[src/hdl/icache_geom_pkg.sv]
package icache_geom_pkg;

    // cache shape
    localparam int NUM_SETS    = 8;
    localparam int NUM_WAYS    = 4;
    localparam int BLOCK_WORDS = 4;

    // address field widths from low to high
    localparam int BYTE_OFS_W = 2;
    localparam int WORD_SEL_W = 2;
    localparam int SET_W      = 3;
    localparam int WAY_W      = 2;
    localparam int TAG_W      = 25;

    // field positions inside a byte address
    localparam int WORD_LSB = BYTE_OFS_W;
    localparam int SET_LSB  = BYTE_OFS_W + WORD_SEL_W;  // also the block offset width
    localparam int TAG_LSB  = SET_LSB + SET_W;

    // flat store indices
    localparam int TAG_IDX_W  = SET_W + WAY_W;               // {set, way}
    localparam int DATA_IDX_W = SET_W + WAY_W + WORD_SEL_W;  // {set, way, word}

    typedef logic [SET_W-1:0]      set_idx_t;
    typedef logic [WAY_W-1:0]      way_idx_t;
    typedef logic [WORD_SEL_W-1:0] word_sel_t;
    typedef logic [TAG_W-1:0]      tag_t;

    typedef struct packed {
        logic valid;
        tag_t tag;
    } tag_entry_t;

endpackage

[src/hdl/mem_bus_pkg.sv]
package mem_bus_pkg;

    // shared by the fetch port and the sdram port
    localparam int ADDR_W = 32;
    localparam int DATA_W = 32;

    typedef logic [ADDR_W-1:0] addr_t;  // byte address
    typedef logic [DATA_W-1:0] data_t;  // instruction or memory word

endpackage

[src/hdl/icache_ctrl.sv]
`timescale 1ns/10ps

module icache_ctrl (
    input  logic                                   Clk,
    input  logic                                   arst_n,
    input  logic                                   read_enable,
    input  mem_bus_pkg::addr_t                     read_address,
    input  logic                                   hit,
    input  icache_geom_pkg::way_idx_t              hit_way,
    input  icache_geom_pkg::way_idx_t              victim_way,
    input  logic                                   last_word,
    input  icache_geom_pkg::word_sel_t             word_idx,
    input  mem_bus_pkg::data_t                     rd_data,
    input  mem_bus_pkg::data_t                     mem_data_in,
    input  logic                                   mem_data_ready,
    output icache_geom_pkg::set_idx_t              lookup_set,
    output icache_geom_pkg::tag_t                  lookup_tag,
    output logic [icache_geom_pkg::DATA_IDX_W-1:0] rd_addr,
    output icache_geom_pkg::way_idx_t              fill_way,
    output logic                                   fill_done,
    output logic                                   counter_start,
    output logic                                   data_wr_en,
    output logic                                   ready,
    output logic                                   busy,
    output mem_bus_pkg::data_t                     instruction,
    output mem_bus_pkg::addr_t                     mem_read_address,
    output logic                                   mem_read_request
);

    typedef enum logic [1:0] {
        IDLE,
        REFILL,
        RESPOND
    } state_t;

    state_t                     state, state_nxt;
    mem_bus_pkg::addr_t         req_addr;   // latched miss address
    icache_geom_pkg::way_idx_t  req_way;    // way being refilled
    mem_bus_pkg::data_t         instr_q;
    logic                       ready_q;
    logic                       in_refill;
    logic                       accept;
    icache_geom_pkg::set_idx_t  fetch_set, req_set;
    icache_geom_pkg::tag_t      fetch_tag, req_tag;
    icache_geom_pkg::word_sel_t fetch_word, req_word;

    // address fields both live and latched
    assign fetch_set  = read_address[icache_geom_pkg::SET_LSB +: icache_geom_pkg::SET_W];
    assign fetch_tag  = read_address[icache_geom_pkg::TAG_LSB +: icache_geom_pkg::TAG_W];
    assign fetch_word = read_address[icache_geom_pkg::WORD_LSB +: icache_geom_pkg::WORD_SEL_W];
    assign req_set    = req_addr[icache_geom_pkg::SET_LSB +: icache_geom_pkg::SET_W];
    assign req_tag    = req_addr[icache_geom_pkg::TAG_LSB +: icache_geom_pkg::TAG_W];
    assign req_word   = req_addr[icache_geom_pkg::WORD_LSB +: icache_geom_pkg::WORD_SEL_W];

    assign in_refill = (state == REFILL);
    assign accept    = read_enable && !in_refill;  // strobes during busy are dropped

    // lookup follows the core except while a refill owns the set
    assign lookup_set    = in_refill ? req_set : fetch_set;
    assign lookup_tag    = in_refill ? req_tag : fetch_tag;
    assign rd_addr       = {fetch_set, hit_way, fetch_word};
    assign fill_way      = req_way;
    assign fill_done     = in_refill && last_word;
    assign counter_start = accept && !hit;
    assign data_wr_en    = in_refill && mem_data_ready;

    assign busy             = in_refill;
    assign mem_read_request = in_refill;
    assign mem_read_address = {req_addr[mem_bus_pkg::ADDR_W-1:icache_geom_pkg::SET_LSB],
                               {icache_geom_pkg::SET_LSB{1'b0}}};  // block aligned
    assign ready            = ready_q;
    assign instruction      = instr_q;

    always_comb begin
        state_nxt = state;
        case (state)
            IDLE, RESPOND: begin
                // respond cycle already sees the new block
                if (accept && !hit) begin
                    state_nxt = REFILL;
                end else begin
                    state_nxt = IDLE;
                end
            end
            REFILL: begin
                if (last_word) begin
                    state_nxt = RESPOND;
                end
            end
            default: state_nxt = IDLE;
        endcase
    end

    always_ff @(posedge Clk or negedge arst_n) begin
        if (!arst_n) begin
            state    <= IDLE;
            ready_q  <= 1'b0;
            req_addr <= '0;
            req_way  <= '0;
        end else begin
            state   <= state_nxt;
            ready_q <= (accept && hit) || fill_done;  // single cycle pulse
            if (counter_start) begin
                req_addr <= read_address;
                req_way  <= victim_way;
            end
        end
    end

    // hit word or the requested word as it streams in
    always_ff @(posedge Clk or negedge arst_n) begin
        if (!arst_n) begin
            instr_q <= '0;
        end else if (accept && hit) begin
            instr_q <= rd_data;
        end else if (data_wr_en && (word_idx == req_word)) begin
            instr_q <= mem_data_in;
        end
    end

endmodule

[config.mk]
export PLATFORM = sky130hd
export DESIGN_NAME = icache_ctrl
export DESIGN_NICKNAME = d
export VERILOG_FILES = /design/src/hdl/icache_geom_pkg.sv /design/src/hdl/mem_bus_pkg.sv /design/src/hdl/icache_ctrl.sv
export SDC_FILE = /design/constraint.sdc
export NUM_CORES = 1
export LEC_CHECK = 0
export ABC_AREA = 0
export BUFFER_PORTS_ARGS = -buffer_cell sky130_fd_sc_hd__buf_2
export CAP_MARGIN = 20
export CORE_MARGIN = 10
export CORE_UTILIZATION = 45
export DETAILED_ROUTE_END_ITERATION = 16
export GPL_ROUTABILITY_DRIVEN = 0
export PLACE_DENSITY_LB_ADDON = 0.05
export SETUP_SLACK_MARGIN = 0.5
export SLEW_MARGIN = 20
export SYNTH_ARGS = -nofsm -noshare
export SYNTH_HDL_FRONTEND = slang
export SYNTH_SLANG_ARGS = --single-unit
[constraint.sdc]
create_clock -name Clk -period 1.74 [get_ports Clk]
set_input_delay 0.348 -clock Clk [delete_from_list [all_inputs] [get_ports Clk]]
set_output_delay 0.348 -clock Clk [all_outputs]
set_load 0.005 [all_outputs]
==> summary.md <==
| Metric | Value |
|---|---|
| Post-layout min period | 1.76 ns |
| Mapped Avg Cell Area | 10.2 sq um |
| First-pass GRT wire length | 20.8 mm |
| Post-route design area | 6000 sq um |
| Worst-case reg-to-reg path depth | 7 |
| Largest net degree at the start of global routing | 68 |
| IO buf count | 204 |
| Sink Count | 67 |
| Period utilization | 1.01 |
| CP endpoint kind | output port |
| Gr ovfl total | 0 |
| Root buffer cell | clkbuf_8 |
| Synth top area share | 0.435 |
| Max Cap Viol | 0 |
| Unrepaired setup endpoints after global routing | yes |
| Antenna violations before repair | 0 |
| Worst reg2reg endpoint | instruction[31]$_DFFE_PN0P_ |
| Launching point of the worst reg2reg path | state[1]$_DFFE_PN0P_ |
| Most used DFF post-synth | dfrtp_1 |
| Crit start category | flop |
| DRT antenna net count | 0 |
| CP max FO | 7 |
| Most Crowded Layer GR | met2 |
| Drt first pass iters | 4 |
| Dominant cells by area after synthesis | dfrtp_1 (43%), mux2_2 (8.8%), buf_4 (8.2%) |
| FFs w/ async S/R, synth | 1.00 |
| Finished Layout Cells | 696 |
| Initial Util | 0.467 |
| Die Span X | 113 um |
| Status | finished, violations left |
| WP data arrival | 1.41 ns |
| Finish-stage setup viols | 2 |
| DR WL/cell | 20.6 um |
| Fin. Hold Viols | 0 |
| Num ports | 215 |
| Fin nets | 693 |
| Max Fclk | 567 MHz |
| Cell area after synthesis | 3850 sq um |
| Met1 GRT Util | 0.231 |
| Worst-Skew Late Latency | 0.33 ns |
| Failing checks | setup timing |
| Power per cell area | 1000 nW/um^2 |
| Synth top cells by count | nand2_1 (84), dfrtp_1 (67), buf_4 (42) |
| HPWL Detailed | 8.95 mm |
| Critical Path Start | state[1]$_DFFE_PN0P_ |
| Synthesis-to-layout area growth | 55.7% |
| DR DRC count | 0 |
| Via count | 3756 |
| All-Layer GR Usage | 0.199 |
| Full die area | 12700 sq um |
| # rows | 33 |
| Worst setup margin | -0.0227 ns |
| Leakage | 3.04 nW |
| Clock slew at reported path FFs | 0.08 ns |
| Area post-placement | 4740 sq um |
| Hold/Removal Path Class | input port to asynchronous set/reset pin |
| Final WL | 14.3 mm |
| Peak supply drop | 523 uV |
| # H-tree levels | 3 |
| Vias in the first global route | 3895 |
| Worst Skew | 0.00822 ns |
| CTS tree | built |
| Bufs on Longest Clock Path | 2 |
| Crit path capture | counter_start |
| FF-to-FF setup slack | 0.01 ns |
| Share of cells above drive strength 1 | 0.602 |
| Ys Warns | 0 |
| Worst path max stage delay | 0.37 ns |
| Initial DRC Count | 205 |
| Number of cells after detailed placement | 636 |
| Synthesized flop and latch total | 67 |
| Syn Inst Count | 377 |
| Post-synth EDFFs | 0 |
| CP Cell Sequence | nand2b_4, clkinv_8, nor3_4, buf_12, buf_6 |
| Fillers | 593 |
| Grt met3 use | 0.0740 |
| Top-count cell post-synth | nand2_1 |
| Cts bufs inserted | 9 |
| Setup TNS | -0.0308 ns |
| Via/cell ratio | 5.40 |
| Slew Limit Fails | 0 |
| M2 GR Usage | 0.330 |
| Post-synth top area cell | dfrtp_1 |
| Crit path kind | flop to output port |
| Die Y | 113 um |
| Slowest-stage cell, CP | dfrtp_1 |
| Seq/Total Area, Yosys | 0.435 |
| CP Data Required Time | 1.39 ns |
| Library cells used by synthesis | 29 |
| Core area | 8260 sq um |
==> state kept, by name, indices dropped and copies added (netlist names) <==
signal and cells:
ready 1, instruction 32, fill_way 2, state 2, req_addr 30
==> critical path: cells and delay by family (launching register included) <==
family	cells	cell delay, ns
DFF	1	0.37
and+or+nand+nor	2	0.38
buffers and inverters	3	0.35
==> layer usage <==
| layer | part of all wire | vias to the layer above |
|---|---|---|
| li1 | - | 1765 |
| met5 | 0 | - |
| met4 | 0.017 | 0 |
| met3 | 0.090 | 16 |
| met1 | 0.39 | 1804 |
| met2 | 0.51 | 171 |
==> report_power, final <==
part	internal [mW]	switching [mW]	leakage (nW)
clock	0.513	0.575	0.0812
sequential	1.94	0.293	0.799
combinational	1.51	1.17	2.16
==> placed cells by master, fill, tap and decap left out, types with 12 or more instances in the layout <==
| cell type | instances |
|---|---|
| a221o_1 | 25 |
| o31a_1 | 25 |
| buf_2 | 201 |
| and4_1 | 25 |
| nand2_1 | 69 |
| nand2_2 | 12 |
| buf_4 | 28 |
| mux2_4 | 32 |
| buf_12 | 12 |
| dfrtp_1 | 65 |
==> cell type report <==
type	count	area [sq um]	area share
antenna	1	2.50	0.000417
clock buffer	13	139	0.0231
clock inverter	3	15.0	0.00250
inverter	4	30.0	0.00500
multi-input combinational	237	2120	0.353
sequential	67	1680	0.280
tap	105	131	0.0219
timing repair buffer	266	1880	0.314
==> through the flow <==
step	setup slack, ns	util	power, mW	hold slack [ns]
floorplan	0.204	-	3.38	0.0524
global placement	0.187	0.574	4.05	0.401
detailed placement	0.146	0.574	4.09	0.398
CTS	-0.00690	0.663	5.57	0.0293
global route	-0.0881	0.726	6.37	0.0440
finish	-0.0227	0.727	6.00	0.0276
==> what timing repair did <==
item,in CTS,in global routing
hold buffers,0,0
buffers inserted,10,24
gates cloned,6,3
endpoints found under the setup margin,98,122
resized for setup,91,47
pin swaps,3,28
==> how the worst min path moves through the flow <==
stage,startpoint,endpoint,slack (ns),cells past startpoint
after floorplan,arst_n,fill_way[0]$_DFFE_PN0P_,0.05,0
after global placement,arst_n,req_addr[17]$_DFFE_PN0P_,0.40,2
after detailed placement,arst_n,fill_way[1]$_DFFE_PN0P_,0.40,2
after CTS,arst_n,fill_way[1]$_DFFE_PN0P_,0.03,2
after global routing,arst_n,fill_way[1]$_DFFE_PN0P_,0.04,2
final,arst_n,fill_way[1]$_DFFE_PN0P_,0.03,2
==> logic make-up (layout without fill, tap and decap cells) <==
group	Yosys count	after routing	synth area share
simple gates	132	132	0.182
other cells	1	5	0.000973
compound gates	65	65	0.149
mux	32	32	0.0935
flops	67	67	0.435
xor+xnor	4	4	0.0130
buf+inv	76	286	0.127
(Power assumes the default switching activity.)
